--- config.mk ---
export PLATFORM = sky130hd
export DESIGN_NAME = lcd_timing_flat
export DESIGN_NICKNAME = d
export VERILOG_FILES = /design/src/rtl/scan_if.sv /design/src/rtl/lcd_timing.sv /design/src/flat_wrapper.sv
export VERILOG_INCLUDE_DIRS = /design/src /design/src/include
export SDC_FILE = /design/constraint.sdc
export NUM_CORES = 1
export LEC_CHECK = 0
export BUFFER_PORTS_ARGS = -buffer_cell sky130_fd_sc_hd__buf_2
export CORE_ASPECT_RATIO = 1.5
export CORE_MARGIN = 2
export CORE_UTILIZATION = 25
export DETAILED_ROUTE_END_ITERATION = 16
export PLACE_DENSITY_LB_ADDON = 0.08
export SYNTH_ARGS = -nofsm -noshare
export SYNTH_HDL_FRONTEND = slang
export SYNTH_SLANG_ARGS = --single-unit
--- constraint.sdc ---
create_clock -name pixel_clk -period 9.5 [get_ports pixel_clk]
set_clock_uncertainty 0.2 [all_clocks]
set_input_delay 0.95 -clock pixel_clk [delete_from_list [all_inputs] [get_ports pixel_clk]]
set_output_delay 0.95 -clock pixel_clk [all_outputs]
set_load 0.01 [all_outputs]
--- src/include/lcd_defs.svh ---
`ifndef LCD_DEFS_SVH
`define LCD_DEFS_SVH

// Horizontal timing in pixel clocks
`define LCD_H_SYNC    4
`define LCD_H_BACK    39
`define LCD_H_ACTIVE  480
`define LCD_H_FRONT   8
`define LCD_H_TOTAL   (`LCD_H_SYNC + `LCD_H_BACK + `LCD_H_ACTIVE + `LCD_H_FRONT)

// Vertical timing in lines
`define LCD_V_SYNC    4
`define LCD_V_BACK    8
`define LCD_V_ACTIVE  272
`define LCD_V_FRONT   8
`define LCD_V_TOTAL   (`LCD_V_SYNC + `LCD_V_BACK + `LCD_V_ACTIVE + `LCD_V_FRONT)

`define LCD_COORD_W   9
`define LCD_LAYERS    4

`define TILE_DIM          32
`define TILE_SCALE_SHIFT  1  // 2x magnification
`define TILE_ADDR_W       10

`define HOST_ADDR_W        13  // Layer in 12:11, offset in 10:0
`define HOST_OFS_ORIGIN_X  1024
`define HOST_OFS_ORIGIN_Y  1025

`define COLOR_KEY  16'h0000  // Transparent tile pixel

`endif
--- src/rtl/scan_if.sv ---
`timescale 1ns/1ps
`include "lcd_defs.svh"

interface scan_if;
	logic [`LCD_COORD_W-1:0] x; // Active area column
	logic [`LCD_COORD_W-1:0] y; // Active area line
	logic active;
	logic hsync_n;
	logic vsync_n;
	logic frame_start; // One cycle at h = 0, v = 0

	modport src (
		output x, y, active, hsync_n, vsync_n, frame_start
	);

	modport dst (
		input x, y, active, hsync_n, vsync_n, frame_start
	);
endinterface

--- src/rtl/lcd_timing.sv ---
`timescale 1ns/1ps
`include "lcd_defs.svh"

module lcd_timing (
	input logic pixel_clk,
	input logic rst,
	scan_if.src scan
);
	localparam int H_CNT_W = $clog2(`LCD_H_TOTAL);
	localparam int V_CNT_W = $clog2(`LCD_V_TOTAL);
	localparam int H_START = `LCD_H_SYNC + `LCD_H_BACK;
	localparam int V_START = `LCD_V_SYNC + `LCD_V_BACK;

	logic [H_CNT_W-1:0] h_cnt;
	logic [V_CNT_W-1:0] v_cnt;
	logic [H_CNT_W-1:0] h_next;
	logic [V_CNT_W-1:0] v_next;
	logic h_in;
	logic v_in;

	// Next count, so the registered outputs line up with the counters
	always_comb begin
		h_next = h_cnt + 1'b1;
		v_next = v_cnt;
		if (h_cnt == H_CNT_W'(`LCD_H_TOTAL - 1)) begin
			h_next = '0;
			if (v_cnt == V_CNT_W'(`LCD_V_TOTAL - 1))
				v_next = '0;
			else
				v_next = v_cnt + 1'b1;
		end
	end

	assign h_in = (h_next >= H_CNT_W'(H_START)) &&
		(h_next < H_CNT_W'(H_START + `LCD_H_ACTIVE));
	assign v_in = (v_next >= V_CNT_W'(V_START)) &&
		(v_next < V_CNT_W'(V_START + `LCD_V_ACTIVE));

	always_ff @(posedge pixel_clk or negedge rst) begin
		if (!rst) begin
			h_cnt <= '0;
			v_cnt <= '0;
			scan.hsync_n <= 1'b1;
			scan.vsync_n <= 1'b1;
			scan.active <= 1'b0;
			scan.frame_start <= 1'b0;
			scan.x <= '0;
			scan.y <= '0;
		end else begin
			h_cnt <= h_next;
			v_cnt <= v_next;
			scan.hsync_n <= !(h_next < H_CNT_W'(`LCD_H_SYNC));
			scan.vsync_n <= !(v_next < V_CNT_W'(`LCD_V_SYNC));
			scan.active <= h_in && v_in;
			scan.frame_start <= (h_next == '0) && (v_next == '0);
			scan.x <= h_in ? `LCD_COORD_W'(h_next - H_CNT_W'(H_START)) : '0;
			scan.y <= v_in ? `LCD_COORD_W'(v_next - V_CNT_W'(V_START)) : '0;
		end
	end
endmodule

--- src/flat_wrapper.sv ---
// flat-port wrapper written by rule: the top's interface ports become plain ports
module lcd_timing_flat 
  (pixel_clk, rst, scan_x, scan_y, scan_active, scan_hsync_n, scan_vsync_n, scan_frame_start);
  scan_if scan_i ();
  input logic pixel_clk;
  input logic rst;
  output wire logic [$bits(scan_i.x)-1:0] scan_x;
  output wire logic [$bits(scan_i.y)-1:0] scan_y;
  output wire logic [$bits(scan_i.active)-1:0] scan_active;
  output wire logic [$bits(scan_i.hsync_n)-1:0] scan_hsync_n;
  output wire logic [$bits(scan_i.vsync_n)-1:0] scan_vsync_n;
  output wire logic [$bits(scan_i.frame_start)-1:0] scan_frame_start;
  assign scan_x = scan_i.x;
  assign scan_y = scan_i.y;
  assign scan_active = scan_i.active;
  assign scan_hsync_n = scan_i.hsync_n;
  assign scan_vsync_n = scan_i.vsync_n;
  assign scan_frame_start = scan_i.frame_start;
  lcd_timing u_core (.pixel_clk(pixel_clk), .rst(rst), .scan(scan_i));
endmodule
# Word-level counts from Yosys, hierarchy flattened
# Cells that the tools add are included.
dict set report word_totals {
  output_inout_bits 22
  reg_bits 41
  in_bits 2
}
dict set report op_classes {
  n_addsub 4
  n_eq_ne 2
  n_mux 5
  n_reduce_logical 8
  n_lt_le_gt_ge 6
}
# operator n
set ops {}
lappend ops {{$mux W9} 4}
lappend ops {{$add A10 B1 Y10 const B} 1}
lappend ops {{$eq A10 B10 Y1 const B} 1}
lappend ops {{$ge A10 B6 Y1 const B} 1}
lappend ops {{$logic_not A10 Y1} 1}
lappend ops {{$lt A10 B10 Y1 const B} 1}
lappend ops {{$lt A10 B3 Y1 const B} 1}
lappend ops {{$mux W10} 1}
lappend ops {{$add A9 B1 Y9 const B} 1}
lappend ops {{$eq A9 B9 Y1 const B} 1}
lappend ops {{$ge A9 B4 Y1 const B} 1}
lappend ops {{$logic_not A9 Y1} 1}
lappend ops {{$lt A9 B3 Y1 const B} 1}
lappend ops {{$lt A9 B9 Y1 const B} 1}
lappend ops {{$sub A9 B4 Y9 const B} 1}
lappend ops {{$sub A9 B6 Y9 const B} 1}
lappend ops {{$logic_and A1 B1 Y1} 4}
lappend ops {{$logic_not A1 Y1} 2}

# Longest topological paths before layout
dict set report depth {
  word_depth 6
  ltp_mapped 14
  mapped_depth_nobuf 12
}

# Least setup slack after synthesis
# OpenSTA, ideal clock, no wires.
dict set report synth_timing {
  kind {reg2reg}
  from {reg u_core.h_cnt[0]}
  to {reg u_core.scan.active}
  path_buffers 2
  required_ns 9.162
  arrival_time_ns 3.023
  stages_incl_launch_ff 15
  path_slack_ns 6.138
  cell_sequence {dfrtp_1 > inv_1 > ha_1 > or2b_2 > or3_1 > buf_6 > buf_6 > nand2_1 > inv_1 > ha_1 > o21ai_0 > a21o_1 > a21oi_1 > a31oi_2 > nor3_1}
}
dict set report synth_between {
  elab_chain_cells 5
}
# item line
set synth_lines {}
lappend synth_lines {{start: declaration} lcd_timing.sv:14} ;# logic [H_CNT_W-1:0] h_cnt;
lappend synth_lines {{start signal: assignment} lcd_timing.sv:50} ;# h_cnt <= h_next;
lappend synth_lines {{$add A10 B1 Y10 / $eq A10 B10 Y1 (equally long branches)} {lcd_timing.sv:23, lcd_timing.sv:25}}
lappend synth_lines {{$mux W10 (*)} lcd_timing.sv:25} ;# if (h_cnt == H_CNT_W'(`LCD_H_TOTAL - 1)) begin
lappend synth_lines {{via u_core.h_next[0]} lcd_timing.sv:16} ;# logic [H_CNT_W-1:0] h_next;
lappend synth_lines {{$ge A10 B6 Y1 / $lt A10 B10 Y1 (equally long branches)} {lcd_timing.sv:34, lcd_timing.sv:35}}
lappend synth_lines {{$logic_and A1 B1 Y1 (*)} lcd_timing.sv:34} ;# assign h_in = (h_next >= H_CNT_W'(H_START)) &&
lappend synth_lines {{$logic_and A1 B1 Y1 (*)} lcd_timing.sv:54} ;# scan.active <= h_in && v_in;
lappend synth_lines {{end signal: assignment} lcd_timing.sv:54}
lappend synth_lines {{end: declaration} scan_if.sv:13} ;# output x, y, active, hsync_n, vsync_n, frame_start
# Mark *: on every way through the listed nets, which the timed path passes. The rest lies on a longest branch.

# Worst setup path after layout
dict set report layout_timing {
  from {reg u_core.h_cnt[0]}
  to {reg u_core.scan.x[4]}
}
dict set report layout_between {
  elab_chain_cells 5
}
# item line
set layout_lines {}
lappend layout_lines {{$add A10 B1 Y10 / $eq A10 B10 Y1 (equally long branches)} {lcd_timing.sv:23, lcd_timing.sv:25}}
lappend layout_lines {{$mux W10 (*)} lcd_timing.sv:25}
lappend layout_lines {{via u_core.h_next[0]} lcd_timing.sv:16}
lappend layout_lines {{$ge A10 B6 Y1 / $lt A10 B10 Y1 (equally long branches)} {lcd_timing.sv:34, lcd_timing.sv:35}}
lappend layout_lines {{$logic_and A1 B1 Y1} lcd_timing.sv:34}
lappend layout_lines {{$mux W9 (*)} lcd_timing.sv:56} ;# scan.x <= h_in ? `LCD_COORD_W'(h_next - H_CNT_W'(H_START)) : '0;
lappend layout_lines {{end signal: assignment} lcd_timing.sv:56}
lappend layout_lines {{end: declaration} scan_if.sv:13}
# Marks and branches as above.

==> key figures <==
Status
  – Status: finished clean

Timing
  – Final Hold Viols: 0
  – Final period util: 40.1%
  – Setup TNS: 0 ps
  – Relative slew slack: 34.8%
  – Final Setup Violations: 0
  – Max-slew violations: 0
  – Setup ws final: 5690 ps
  – Fin crit period: 3810 ps
  – RSZ-0062 raised after global routing: no
  – FMAX: 262 MHz
  – Worst-Margin Slew: 977 ps

Placed design
  – GP Congestion: 0.728
  – PortBufs: 23
  – Detailed Place HPWL: 4.29 mm
  – Area after DPL: 2440 µm²
  – Placement Setup Slack: 5670 ps

Synth
  – Synth top area cells: dfrtp_1, xnor2_1, ha_1, nor2_1, nand2_1
  – Largest family of logic cells by synthesized area: simple AND/OR/NAND/NOR gates
  – Sequential area share after synthesis: 46.2%
  – Commonest cells post-synth: dfrtp_1, nor2_1, nand2_1
  – XOR/XNOR Fraction of Synth Area: 6.69%
  – Post-synth EDFFs: 0
  – Ys flop type: dfrtp_1
  – Simple-Gate Fraction of Synth Area: 25.9%
  – Async S/R FF share, synth: 100%
  – Mux cell area share after synthesis: 1.35%
  – Cells after Synth: 215
  – Post-Synthesis Cell Area: 2230 µm²
  – Seq cells post-synth: 41
  – Post-synthesis adder-cell area fraction: 3.93%
  – Post-synth top area share: 43.8%
  – Post-synthesis compound-gate area fraction: 12.4%
  – Synth warn: 0
  – Cell variety after synth: 55
  – Mapped Nets: 224
  – Count leader, synth: dfrtp_1
  – Dominant cell type by area after synthesis: dfrtp_1
  – Avg Inst Size Synth: 10.4 µm²

Pwr
  – Gate power share: 1.0%
  – Max VDD drop: 104 µV
  – Cell internal pwr: 0.000299 W
  – Psw: 0.0000753 W
  – Net Sw Frac: 20.1%
  – Seq pwr share: 46.6%
  – Leakage: 1.26 nW
  – Clock power frac: 52.4%
  – P per Cell Area: 143 nW/µm²

Floorplanning
  – Starting Density: 25.5%
  – Die width: 81.0 µm
  – I/O pin total: 24
  – DIE HEIGHT: 120 µm
  – FP Rows: 42
  – Core area: 8720 µm²
  – Die ar.: 9690 µm²

Worst setup path
  – Kind of critical path: reg -> reg
  – RR Startpoint: u_core.h_cnt[0]
  – Critical path startpoint category: register
  – Critical R2R Capture: u_core.scan.x[4]
  – Crit path required time: 9440 ps
  – Worst EP arrival: 3750 ps
  – Worst Path Max Fanout: 14
  – Worst R2R Setup Slack: 5690 ps
  – Reg2reg path depth: 12
  – Crit end category: register

CTS
  – Max Buffers Root-to-Sink: 2
  – Resize count post-CTS: 0
  – Clock transition at path regs: 60 ps
  – Hold_buf cts: 0
  – H-tree level count: 2
  – Sink Count: 41
  – TritonCTS Buffers: 5
  – Root Driver: clkbuf_16
  – Setup repair bufs after CTS: 0
  – Worst-skew pair later-pin latency: 280 ps
  – TritonCTS clock tree: built

Run
  – Max_cap viols: 0

GRT
  – Largest net degree at the start of global routing: 42
  – Via count of the first global-routing pass: 1,802
  – Total track usage: 13.3%
  – Total grt overflow: 0
  – First-pass GRT wire length: 9.64 mm
  – Initial antenna violation count: 0

Routing
  – Final ANT Viol Nets: 0
  – DR vias/cell: 4.79
  – First DRT Iteration DRCs: 75
  – Routed WL per cell: 16.3 µm
  – DRC: 0
  – Routed WL: 5.72 mm
  – Detailed Routing Iterations Pass 1: 4
  – Vias: 1,687

Hold path
  – Hold Crit Class: reg -> reg
  – Worst Hold End: u_core.h_cnt[8]
  – Min-Delay Startpoint: u_core.h_cnt[8]
  – Hold Path Stages: 1

Cells and area
  – Layout cell share with drive strength beyond 1: 21.5%
  – Layout net count: 250
  – Area Overhead vs Synth: 17.4%
  – Fin area: 2610 µm²
  – Ant. Diodes: 0
-- registers in the layout, indices dropped and copies added, names as in the netlist --
signal and flops:
u_core.scan.x 9, u_core.v_cnt 9, u_core.scan.vsync_n 1, u_core.h_cnt 10
u_core.scan.frame_start 1, u_core.scan.active 1, u_core.scan.hsync_n 1, u_core.scan.y 9
-- cell type report --
class	instances	area [µm²]
clock buffers	5	125
clock inverters	3	43.8
fillers	959	6110
inverters	12	45.0
multi-input cells	158	1120
flip-flops and latches	41	1030
well taps	110	138
repair buffers	23	115
-- placed cells by master (no fill, tap or decap), drive strengths merged, types with 2 or more instances in the layout --
cell type  instances
xor2               6
or2b               2
ha                 7
o31ai              3
dfrtp             39
nand2             16
nor2b              2
dfstp              2
a21boi             2
nor4               5
o21ai             11
inv               13
nand3b             3
a21o               2
or3                5
nand4              3
and2               5
and3               6
buf               23
a21oi              7
mux2i              3
a211oi             2
xnor2             11
a31oi              2
clkbuf             5
nor3b              2
nor2              18
nor3              11
nand2b             2
nand3             11
-- worst max path at each step --
stage,from,end,slack [ps],cells after the start
detailed placement,u_core.h_cnt[0],u_core.scan.active,5670,12
floorplan,u_core.h_cnt[0],u_core.scan.active,6140,14
CTS,u_core.h_cnt[0],u_core.scan.active,5660,12
global route,u_core.h_cnt[0],u_core.scan.x[4],5370,12
global placement,u_core.h_cnt[0],u_core.scan.active,5730,12
finish,u_core.h_cnt[0],u_core.scan.x[4],5690,12
-- kinds of logic after synthesis --
kind of cell / count (synthesis)
xor+xnor: 17
simple gates: 94
buf+inv: 16
fa+ha+maj: 7
compound gates: 37
flops: 41
mux: 3
-- worst max-delay path, cell delays in order (launching register included) --
cell	delay [ps]
dfrtp_1	420
inv_1	100
ha_1	130
or2b_2	340
or3_1	580
nand2_1	220
inv_1	90
ha_1	220
o21ai_0	500
a21o_1	250
a21oi_1	90
a31oi_2	420
a211oi_1	100
-- per-layer routing --
layer	share of wire [%]	vias to the layer above	GRT usage [%]	wire length, µm
li1	-	809	-	-
met2	57	31	24.8	3240
met4	2.1	0	4.34	120
met3	2.6	7	2.33	148
met5	0	-	0	0
met1	39	840	14.7	2220
-- power groups by stage --
stage	Clock, W	Sequential [W]	Combinational [W]
6_report	0.000196	0.000175	0.00000364
5_1_grt	0.000209	0.000174	0.00000451
4_1_cts	0.000202	0.000175	0.00000407
3_5_place_dp	0	0.000178	0.00000415
3_3_place_gp	0	0.000178	0.00000405
2_1_floorplan	0	0.000178	0.000000000535
-- metrics by stage --
step / instances / util, % / power, W / hold WS, ps
after CTS: 352 / 30.0 / 0.000381 / 383
after global placement: 344 / 28.0 / 0.000182 / 401
after global routing: 352 / 30.0 / 0.000388 / 403
after detailed placement: 344 / 28.0 / 0.000182 / 371
final: 352 / 30.0 / 0.000375 / 388
after floorplan: 215 / - / 0.000178 / 302
No activity file was read; power rests on OpenSTA's default activity.
