[src/include/lcd_defs.svh]
`ifndef LCD_DEFS_SVH
`define LCD_DEFS_SVH

// Horizontal timing in pixel clocks
`define LCD_H_SYNC    4
`define LCD_H_BACK    39
`define LCD_H_ACTIVE  480
`define LCD_H_FRONT   8
`define LCD_H_TOTAL   (`LCD_H_SYNC + `LCD_H_BACK + `LCD_H_ACTIVE + `LCD_H_FRONT)

// Vertical timing in lines
`define LCD_V_SYNC    4
`define LCD_V_BACK    8
`define LCD_V_ACTIVE  272
`define LCD_V_FRONT   8
`define LCD_V_TOTAL   (`LCD_V_SYNC + `LCD_V_BACK + `LCD_V_ACTIVE + `LCD_V_FRONT)

`define LCD_COORD_W   9
`define LCD_LAYERS    4

`define TILE_DIM          32
`define TILE_SCALE_SHIFT  1  // 2x magnification
`define TILE_ADDR_W       10

`define HOST_ADDR_W        13  // Layer in 12:11, offset in 10:0
`define HOST_OFS_ORIGIN_X  1024
`define HOST_OFS_ORIGIN_Y  1025

`define COLOR_KEY  16'h0000  // Transparent tile pixel

`endif
[src/rtl/lcd_pkg.sv]
package lcd_pkg;

	// RGB565 pixel as driven on the panel bus
	typedef struct packed {
		logic [4:0] r;
		logic [5:0] g;
		logic [4:0] b;
	} rgb565_t;

	// Decoded destination of one host write
	typedef enum logic [1:0] {
		TGT_PIXEL    = 2'd0,
		TGT_ORIGIN_X = 2'd1,
		TGT_ORIGIN_Y = 2'd2,
		TGT_NONE     = 2'd3
	} tile_target_e;

endpackage

[src/rtl/scan_if.sv]
`timescale 1ns/1ps
`include "lcd_defs.svh"

interface scan_if;
	logic [`LCD_COORD_W-1:0] x; // Active area column
	logic [`LCD_COORD_W-1:0] y; // Active area line
	logic active;
	logic hsync_n;
	logic vsync_n;
	logic frame_start; // One cycle at h = 0, v = 0

	modport src (
		output x, y, active, hsync_n, vsync_n, frame_start
	);

	modport dst (
		input x, y, active, hsync_n, vsync_n, frame_start
	);
endinterface

[src/rtl/layer_compositor.sv]
`timescale 1ns/1ps
`include "lcd_defs.svh"

module layer_compositor (
	input logic pixel_clk,
	input logic rst,
	scan_if.dst scan,
	input logic hit [`LCD_LAYERS],
	input lcd_pkg::rgb565_t color [`LCD_LAYERS],
	output logic [4:0] lcd_r,
	output logic [5:0] lcd_g,
	output logic [4:0] lcd_b,
	output logic lcd_den,
	output logic lcd_hsync_n,
	output logic lcd_vsync_n
);
	localparam int CW = `LCD_COORD_W;

	logic [CW-1:0] x_d1;
	logic [CW-1:0] y_d1;
	logic active_d1;
	logic hsync_n_d1;
	logic vsync_n_d1;
	lcd_pkg::rgb565_t bg;
	lcd_pkg::rgb565_t pick;

	// Scan bits aligned with the layer results
	always_ff @(posedge pixel_clk or negedge rst) begin
		if (!rst) begin
			active_d1 <= 1'b0;
			hsync_n_d1 <= 1'b1;
			vsync_n_d1 <= 1'b1;
		end else begin
			active_d1 <= scan.active;
			hsync_n_d1 <= scan.hsync_n;
			vsync_n_d1 <= scan.vsync_n;
		end
	end

	always_ff @(posedge pixel_clk) begin
		x_d1 <= scan.x;
		y_d1 <= scan.y;
	end

	assign bg = lcd_pkg::rgb565_t'(16'(x_d1) + 16'(y_d1)); // Gradient

	// Keyed pixels already cleared hit, so the top opaque layer wins
	always_comb begin
		pick = bg;
		for (int i = 0; i < `LCD_LAYERS; i++) begin
			if (hit[i])
				pick = color[i];
		end
	end

	always_ff @(posedge pixel_clk or negedge rst) begin
		if (!rst) begin
			{lcd_r, lcd_g, lcd_b} <= '0;
			lcd_den <= 1'b0;
			lcd_hsync_n <= 1'b1;
			lcd_vsync_n <= 1'b1;
		end else begin
			lcd_r <= active_d1 ? pick.r : '0;
			lcd_g <= active_d1 ? pick.g : '0;
			lcd_b <= active_d1 ? pick.b : '0;
			lcd_den <= active_d1;
			lcd_hsync_n <= hsync_n_d1;
			lcd_vsync_n <= vsync_n_d1;
		end
	end
endmodule

[src/flat_wrapper.sv]
// flat-port wrapper written by rule: the top's interface ports become plain ports
module layer_compositor_flat 
  (pixel_clk, rst, hit, color, lcd_r, lcd_g, lcd_b, lcd_den, lcd_hsync_n, lcd_vsync_n, scan_x, scan_y, scan_active, scan_hsync_n, scan_vsync_n, scan_frame_start);
  scan_if scan_i ();
  input logic pixel_clk;
  input logic rst;
  input logic hit[`LCD_LAYERS];
  input lcd_pkg::rgb565_t color[`LCD_LAYERS];
  output logic [4:0] lcd_r;
  output logic [5:0] lcd_g;
  output logic [4:0] lcd_b;
  output logic lcd_den;
  output logic lcd_hsync_n;
  output logic lcd_vsync_n;
  input wire logic [$bits(scan_i.x)-1:0] scan_x;
  input wire logic [$bits(scan_i.y)-1:0] scan_y;
  input wire logic [$bits(scan_i.active)-1:0] scan_active;
  input wire logic [$bits(scan_i.hsync_n)-1:0] scan_hsync_n;
  input wire logic [$bits(scan_i.vsync_n)-1:0] scan_vsync_n;
  input wire logic [$bits(scan_i.frame_start)-1:0] scan_frame_start;
  assign scan_i.x = scan_x;
  assign scan_i.y = scan_y;
  assign scan_i.active = scan_active;
  assign scan_i.hsync_n = scan_hsync_n;
  assign scan_i.vsync_n = scan_vsync_n;
  assign scan_i.frame_start = scan_frame_start;
  layer_compositor u_core (.pixel_clk(pixel_clk), .rst(rst), .scan(scan_i), .hit(hit), .color(color), .lcd_r(lcd_r), .lcd_g(lcd_g), .lcd_b(lcd_b), .lcd_den(lcd_den), .lcd_hsync_n(lcd_hsync_n), .lcd_vsync_n(lcd_vsync_n));
endmodule
[config.mk]
export PLATFORM = sky130hd
export DESIGN_NAME = layer_compositor_flat
export DESIGN_NICKNAME = d
export VERILOG_FILES = /design/src/rtl/lcd_pkg.sv /design/src/rtl/scan_if.sv /design/src/rtl/layer_compositor.sv /design/src/flat_wrapper.sv
export VERILOG_INCLUDE_DIRS = /design/src /design/src/include
export SDC_FILE = /design/constraint.sdc
export NUM_CORES = 1
export LEC_CHECK = 0
export BUFFER_PORTS_ARGS = -buffer_cell sky130_fd_sc_hd__clkbuf_2
export CAP_MARGIN = 25
export CORE_ASPECT_RATIO = 0.8
export CORE_MARGIN = 2
export CORE_UTILIZATION = 35
export CTS_BUF_LIST = sky130_fd_sc_hd__clkbuf_4 sky130_fd_sc_hd__clkbuf_8
export CTS_CLUSTER_SIZE = 28
export DETAILED_ROUTE_END_ITERATION = 6
export HOLD_SLACK_MARGIN = 0.08
export PLACE_DENSITY_LB_ADDON = 0.05
export SLEW_MARGIN = 30
export SYNTH_ARGS = -nofsm -noshare
export SYNTH_HDL_FRONTEND = slang
export SYNTH_SLANG_ARGS = --single-unit
[constraint.sdc]
create_clock -name pixel_clk -period 2.87 [get_ports pixel_clk]
set_input_delay 0.4305 -clock pixel_clk [delete_from_list [all_inputs] [get_ports pixel_clk]]
set_output_delay 0.4305 -clock pixel_clk [all_outputs]
set_load 0.02 [all_outputs]
==> Yosys cells after proc, flatten, opt, wreduce, memory -nomap -nowiden <==
Cells that the tools add are included.
{ "word_totals": {"regBits": 40, "inputBits": 92, "elab_cells": 19} }
{ "op_classes": {"n_addsub": 1, "muxes": 7} }
{ "op_table": {"columns": ["op", "count"], "rows": [
  ["$mux 16", 4],
  ["$add 9x9->10", 1],
  ["$mux 5", 2],
  ["$mux 6", 1]
]} }

==> Longest topological paths before layout <==
Gate-level depths: netlist of run 1.
{ "depth": {"word_depth": 6, "ltp_mapped": 6} }

==> Worst setup path before layout of run 1 <==
OpenSTA, ideal clock, no wires.
{ "synth_timing": {"kind": "register -> register", "from": "reg u_core.y_d1[0]", "to": "reg u_core.lcd_b[4]", "arrival_ns": 1.702, "t_required_ns": 2.740, "slack_ns": 1.038, "path_stages_with_launch": 7, "period_less_slack_ns": 1.832, "path_cell_list": "dfxtp_1 -> ha_1 -> fa_1 -> a211oi_1 -> o21bai_1 -> a41oi_1 -> o21ai_0"} }
{ "synth_via": {"elab_chain_len": 6} }
{ "synth_lines": {"columns": ["item", "line", "text"], "rows": [
  ["start: declaration", "layer_compositor.sv:20", "logic [CW-1:0] y_d1;"],
  ["start signal: assignment", "layer_compositor.sv:42", "y_d1 <= scan.y;"],
  ["$add 9x9->10", "layer_compositor.sv:45", "assign bg = lcd_pkg::rgb565_t'(16'(x_d1) + 16'(y_d1));"],
  ["$mux 16 (4 in a row)", "layer_compositor.sv:51", "if (hit[i])"],
  ["$mux 5", "layer_compositor.sv:65", "lcd_b <= active_d1 ? pick.b : '0;"],
  ["end signal: assignment", "layer_compositor.sv:65", null],
  ["end: declaration", "layer_compositor.sv:12", "output logic [4:0] lcd_b,"]
]} }
No other way between the ends.

==> Final worst setup path of run 1 <==
Same ends and word-level chain as after synthesis.

==> results of run 1 <==
==> flip-flops by register name, indices dropped and copies added (netlist names) <==
signal              cells
u_core.active_d1        1
u_core.hsync_n_d1       1
u_core.lcd_b            5
u_core.lcd_den          1
u_core.lcd_g            6
u_core.lcd_hsync_n      1
u_core.lcd_r            5
u_core.lcd_vsync_n      1
u_core.vsync_n_d1       1
u_core.x_d1             9
u_core.y_d1             9
==> cells in the mapped netlist (all sizes together) (2+ instances only) <==
cell	instances
a31oi	2
mux2i	7
dfxtp	18
nor4b	2
nand2	18
nor2b	3
o21ai	14
a32oi	3
or2b	4
a211o	2
nand3	8
nand2b	8
a22oi	3
a21boi	6
dfrtp	18
buf	5
o211ai	2
o211a	3
a22o	3
clkbuf	8
a21oi	9
a221oi	3
a221o	7
inv	8
or2	5
dfstp	4
ha	9
o2111ai	3
nor2	8
==> worst paths after layout <==
path,startpoint,endpoint,slack [ns],depth (start not counted)
worst max-delay path,u_core.y_d1[0],u_core.lcd_b[4],0.69,6
worst min-delay path,rst,u_core.lcd_b[0],0.12,1
worst max register to register,u_core.y_d1[0],u_core.lcd_b[4],0.69,6
worst min register to register,u_core.hsync_n_d1,u_core.lcd_hsync_n,0.36,0
max in group asynchronous,rst,u_core.vsync_n_d1,2.37,1
min in group pixel_clk,scan_hsync_n,u_core.hsync_n_d1,0.22,1
==> metrics by stage <==
| stage | hold WS, ns | setup slack [ns] |
|---|---|---|
| floorplan | 0.135 | 1.04 |
| global placement | 0.346 | 0.720 |
| detailed placement | 0.349 | 0.701 |
| CTS | 0.143 | 0.681 |
| global route | 0.165 | 0.526 |
| finish | 0.124 | 0.692 |
==> area by class of cell <==
type                            instances  area [µm²]
Inverter                                8        30.0
Clock inverter                          1        30.0
Clock buffer                            7        96.3
Multi-Input combinational cell        149        1060
Sequential cell                        40         916
Timing Repair Buffer                  109         546
Fill cell                             613        3040
Tap cell                               81         101
==> kinds of logic after synthesis <==
group / count (synthesis) / synth area share [%]
mux: 7 / 3.39
simple gates: 62 / 16.3
flops: 40 / 44.3
fa+ha+maj: 10 / 6.41
xor+xnor: 1 / 0.423
compound gates: 69 / 24.8
buf+inv: 21 / 4.47
==> power by group through the flow <==
stage	combinational [W]	sequential, W	clock, W
2_1_floorplan	0.000150	0.000645	0
3_3_place_gp	0.000294	0.000623	0
3_5_place_dp	0.000293	0.000623	0
4_1_cts	0.000295	0.000612	0.000516
5_1_grt	0.000324	0.000616	0.000546
6_report	0.000292	0.000611	0.000496
==> critical path, cell delays in order, from the launching register on <==
cell                       delay (ns)
sky130_fd_sc_hd__dfxtp_1         0.30
sky130_fd_sc_hd__ha_1            0.22
sky130_fd_sc_hd__fa_1            0.41
sky130_fd_sc_hd__a211oi_1        0.56
sky130_fd_sc_hd__o21bai_1        0.19
sky130_fd_sc_hd__a41oi_1         0.27
sky130_fd_sc_hd__o21ai_0         0.11
==> routing by layer <==
| layer | wire length (µm) | share of wire (%) | GRT usage, % | vias to the layer above |
|---|---|---|---|---|
| li1 | - | - | - | 982 |
| met1 | 2780 | 50 | 24.6 | 903 |
| met2 | 2350 | 42 | 25.3 | 77 |
| met3 | 399 | 7.2 | 4.13 | 2 |
| met4 | 21 | 0.38 | 3.08 | 0 |
| met5 | 0 | 0 | 0 | - |
==> run summary, run 1 <==
The global route total overflow is 0. The cell area after placement came out at 0.00265 mm². The final design instance area without fill came out at 0.00278 mm². Derived from the worst setup path, the maximum achievable clock frequency is 0.459 GHz. The number of flops mapped to enable cells by yosys came out at 0. The run finished with clean final reports.

For this design the top-level I/O count stands at 111. Of the cells placed in the final design, the portion with a size suffix greater than 1 is 40.8%. The critical setup path kind is reg2reg. The non-filler instance count after layout is 395. After detailed routing, the average wire length per cell comes to 14.0 µm.

Hold repair after CTS inserted 0 buffers. The cell count after placement came out at 387. In the synthesized netlist the async set-or-reset flop fraction comes to 55.0%.

In the layout the commonest cells are 109 x sky130_fd_sc_hd__clkbuf_2, 18 x sky130_fd_sc_hd__nand2_1, 18 x sky130_fd_sc_hd__dfrtp_1, 18 x sky130_fd_sc_hd__dfxtp_1, 13 x sky130_fd_sc_hd__o21ai_0. The overall routing resource usage came out at 16.7%. The cell sitting at the root of the clock tree is a sky130_fd_sc_hd__clkbuf_8. The core occupancy in the finished layout came out at 47.8%. Post-CTS timing repair inserted 0 buffers for setup. The number of hold violations in the final report is 0. The initial detailed-routing violation count is 85. Clock-pin slew was measured on the worst setup and hold paths at 0.08 ns. The share of power burned in combinational logic came out at 20.9%. The startpoint kind of the worst setup timing path is a flip-flop. The number of remaining DRC errors came out at 0. The sequential area share after synthesis came out at 44.3%. The critical path data arrival time is 2.33 ns.

The number of clock sinks seen by CTS came out at 40. The register bit count reported by yosys came out at 40. The element type at the critical path end is a flip-flop. The effective utilization at floorplan is 35.6%. The largest net degree at the start of global routing came out at 25.

The number of global-route vias before repair was 1754. The required arrival time at the worst endpoint is 3.03 ns. In the synthesized netlist the dominant register cell turns out to be sky130_fd_sc_hd__dfxtp_1. Net switching is 25.8% of the power.

Once detailed placement completed, the half-perimeter wirelength came to 4330 µm. Sequential cells burn 43.7% of the power. The final number of setup-violating endpoints is 0. The initial antenna violation count is 0.

The net switching component of the power is 0.000362 W. The TritonCTS buffer count came out at 5. The later-pin clock latency in the skew report came out at 0.28 ns. In this run the horizontal extent of the chip is 90.0 µm. The area of the core region is 0.00582 mm². The Yosys warning count came out at 0.

The H-tree was split into 2 levels. The count of distinct cell types in the synthesized netlist came out at 51. Setup repair after global routing left no endpoint under its margin. The area of the die is 0.00655 mm². The number of I/O port buffers came out at 109. The mean instance size in the synthesized netlist is 9.85 µm². The number of nets with antenna violations after routing came out at 0. The die is 72.8 µm tall. The standby leakage power is 1.41 nW. The highest net fanout along the worst path is 5. Per report_power, the clock group accounts for 35.4% of the total. The number of antenna diodes came out at 0. The internal power of the cells totals 0.00104 W. By area the synthesized netlist is led by sky130_fd_sc_hd__dfrtp_1 22%, sky130_fd_sc_hd__dfxtp_1 17%, sky130_fd_sc_hd__ha_1 5.4%, sky130_fd_sc_hd__dfstp_2 5.1%, sky130_fd_sc_hd__a221o_1 3.4%. The TritonCTS clock tree is yes. The setup TNS is 0 ns. The netlist area before placement is 0.00207 mm². The first global-routing pass estimated 8630 µm of wire. Power spread over the standard cell area amounts to 503 mW/mm². The library cell used most frequently in the layout, excluding fill and tap cells, is sky130_fd_sc_hd__clkbuf_2.

Gates resized during post-CTS repair numbered 0. The maximum buffer depth of the clock tree is 2. The biggest area contributor in the post-synthesis netlist is sky130_fd_sc_hd__dfrtp_1. The total routed wirelength came out at 5550 µm. The maximum resistive drop on vdd is 0.177 mV. The clock arrives with 0.00354 ns of skew. The post-layout total power came out at 0.00140 W. The net count of the finished layout is 415. The tool flagged a number of max-cap violations equal to 0. The row count is 25. Compared with the post-synthesis result, the final layout area differs by 34.3%. After detailed routing, the number of vias per cell comes to 4.97. The minimum clock period after layout is 2.18 ns.

The slew at the pin closest to its max-slew limit came out at 0.714 ns. The placer congestion estimate is 0.771. The path class of the tightest hold or removal check is in2async. The number of nets produced by synthesis is 312. The share of the cycle needed by the critical path after routing is 75.9%. The count of pins over their slew limit came out at 0.

The area share of the largest cell type after synthesis came out at 21.8%. The synthesized netlist cell count came out at 210. The first detailed-routing pass ran for 4 iterations.

The count of vias placed by the detailed router is 1964. Measured against its own limit, the worst slew margin works out to 52.3%.
No activity file was read; power rests on OpenSTA's default activity.
==> run 2: changes to the inputs <==
- clock period: 2.87 -> 2.1 ns (I/O delays scaled with it)
==> run 2 against run 1 <==
  * Core utilization increased by 1.1 points
  * Total power increased by 38%
  * Clock-buffer cell count unchanged
  * Sequential share of layout area decreased by 0.72 points
  * Die area unchanged
  * Worst hold slack got worse by 0.017 ns
  * Wire length increased by 1.5%
  * Critical path depth increased by 1
==> run summary, run 2 (same netlist as run 1, synthesis figures left out) <==
The run finished with clean final reports. The buffer cell driving the clock tree root is sky130_fd_sc_hd__clkbuf_8. Cells fill 48.9% of the core in the end. The number of iterations in the first detailed-routing pass is 5. Input and output buffers added on the ports amount to 109.

The total routed wirelength is 5630 µm. TritonCTS built the clock tree. The die outline width is 90.0 µm. The depth of the worst register-to-register path came out at 7. The number of nets in the final layout came out at 423.

The final setup slack of the worst path came out at 0.198 ns. The area of combinational cells with multiple inputs is 0.00106 mm². The library cell used most frequently in the layout, excluding fill and tap cells, is sky130_fd_sc_hd__clkbuf_2.

Detailed routing inserted a total of 1971 vias. The share of final-layout standard cells stronger than drive strength 1 is 41.9%. Setup repair after global routing left no endpoint under its margin. The row count came out at 25. The worst setup path is launched from a flip-flop. The maximum resistive drop on vdd is 0.321 mV.

In the finished design, the share of the clock period the worst path needs comes to 90.6%. Prior to clock tree synthesis, the placed netlist has a worst setup slack of 0.191 ns. For this run, the total global-route usage over all layers was measured as 17.3%.

The wire length of the first global-routing pass is 8980 µm. The area growth from synthesis to layout is 37.4%. The initial detailed-routing violation count came out at 120. The region available for standard cell placement spans 0.00582 mm².

The later-pin clock latency in the skew report is 0.28 ns. The slew at the pin closest to its max-slew limit came out at 0.574 ns. In the final routed layout, each cell accounts on average for 14.0 µm. The floorplan step defined a die boundary enclosing 0.00655 mm². CTS saw 40 sinks. The number of gates resized after CTS was 0. The power density over the cells came out at 678 mW/mm².

The worst hold path terminates at u_core.hsync_n_d1. The post-layout total power is 0.00193 W. The fmax is 0.526 GHz. The final worst clock skew came out at 0.00749 ns. The placer congestion estimate is 0.818.

The vias per cell is 4.89. The tightest hold path in the finished design has a slack of 0.107 ns. The number of nets with antenna violations after routing is 0. The global route total overflow came out at 0. The critical path data arrival time came out at 2.06 ns. The largest net degree at the start of global routing is 23. The largest registers in the layout are u_core.x_d1 (9), u_core.y_d1 (9), u_core.lcd_g (6).

The overall die height is 72.8 µm. The worst reg-to-reg setup slack is 0.20 ns. During I/O placement, the number of pins put on the boundary was 111. The TritonCTS buffer count came out at 5. The max-cap violation count is 0.

The standby leakage power is 1.45 nW. Of all nets on the critical path, the largest fanout is 5. The number of remaining DRC errors is 0. The final number of setup-violating endpoints is 0. The minimum clock period after layout came out at 1.90 ns. The setup TNS is 0 ns. The initial antenna violation count came to 0.

The maximum buffer depth of the clock tree came out at 2. The worst hold path belongs to the class in2reg. The count of cells along the worst hold path came out at 1.

The H-tree was split into 2 levels. The required arrival time at the worst endpoint is 2.26 ns. The startpoint identified for the worst hold timing path is scan_hsync_n. The startpoint identified for the worst register-to-register timing path is u_core.y_d1[0]. The number of antenna diodes came out at 0. The endpoint of the most critical register-to-register path is u_core.lcd_b[4]. The post-DP HPWL is 4430 µm.

The clock input transition at the sequential cells of the worst setup and hold paths is 0.07 ns. The number of fill cells came out at 585. The worst slew margin relative to its limit is 61.7%. The number of global-route vias before repair came to 1852. STA classifies the critical path endpoint as a flip-flop. In the layout the commonest cells are 109 x sky130_fd_sc_hd__clkbuf_2, 18 x sky130_fd_sc_hd__nand2_1, 18 x sky130_fd_sc_hd__dfrtp_1, 18 x sky130_fd_sc_hd__dfxtp_1, 13 x sky130_fd_sc_hd__o21ai_0. The effective utilization at floorplan came out at 35.6%.

The number of hold violations in the final report came out at 0. The number of setup buffers added after CTS came out at 0. The count of pins over their slew limit is 0. The sequential standard cell area is 916 µm².

The critical path in this run is classified as reg2reg.
run 2: changes by cell type in the layout (fill, tap and decap cells not counted):
cell and delta:
sky130_fd_sc_hd__buf_4 +7, sky130_fd_sc_hd__dlygate4sd3_1 +1
run 2: through the flow:
stage / instances / cell area [µm²]
2_1_floorplan: 210 / 2070
3_3_place_gp: 394 / 2710
3_5_place_dp: 394 / 2710
4_1_cts: 403 / 2840
5_1_grt: 403 / 2840
6_report: 403 / 2840
run 2: power by group:
part | internal, W | switching, W
clock | 0.000419 | 0.000258
combinational | 0.000195 | 0.000221
sequential | 0.000816 | 0.0000175
total | 0.00143 | 0.000497
run 2: cell type report:
cell class,instances,share of cell area [%]
multi-input cells,149,37.3
inverters,8,1.06
well taps,81,3.57
clock inverters,1,1.06
flip-flops and latches,40,32.2
repair buffers,117,21.4
clock buffers,7,3.39
run 2: timing repair:
item,CTS,global route
hold buffers,1,0
endpoints found under the hold margin,18,0
endpoints found under the setup margin,0,0
run 2: worst max-delay path, cell delays in order (launching register included):
cell and delay [ns]:
sky130_fd_sc_hd__dfxtp_1 0.30, sky130_fd_sc_hd__ha_1 0.22, sky130_fd_sc_hd__fa_1 0.41, sky130_fd_sc_hd__a211oi_1 0.27, sky130_fd_sc_hd__buf_4 0.17, sky130_fd_sc_hd__o21bai_1 0.08
sky130_fd_sc_hd__a41oi_1 0.23, sky130_fd_sc_hd__o21ai_0 0.10
run 2: worst max-delay path by stage:
stage	startpoint	end	slack [ns]	cells past startpoint
floorplan	u_core.y_d1[0]	u_core.lcd_b[4]	0.27	6
global route	u_core.y_d1[0]	u_core.lcd_b[4]	0.02	7
finish	u_core.y_d1[0]	u_core.lcd_b[4]	0.20	7
CTS	u_core.y_d1[0]	u_core.lcd_b[4]	0.16	7
detailed placement	u_core.y_d1[0]	u_core.lcd_b[4]	0.19	7
global placement	u_core.y_d1[0]	u_core.lcd_b[4]	0.21	7
run 2: layer usage:
metal	share of wire (%)	vias to the layer above	GRT usage (%)	wire, µm
met5	0	-	0	0
met4	0.44	0	3.08	25
met3	8.0	2	4.86	449
met2	43	81	25.9	2430
met1	48	893	25.5	2730
li1	-	995	-	-
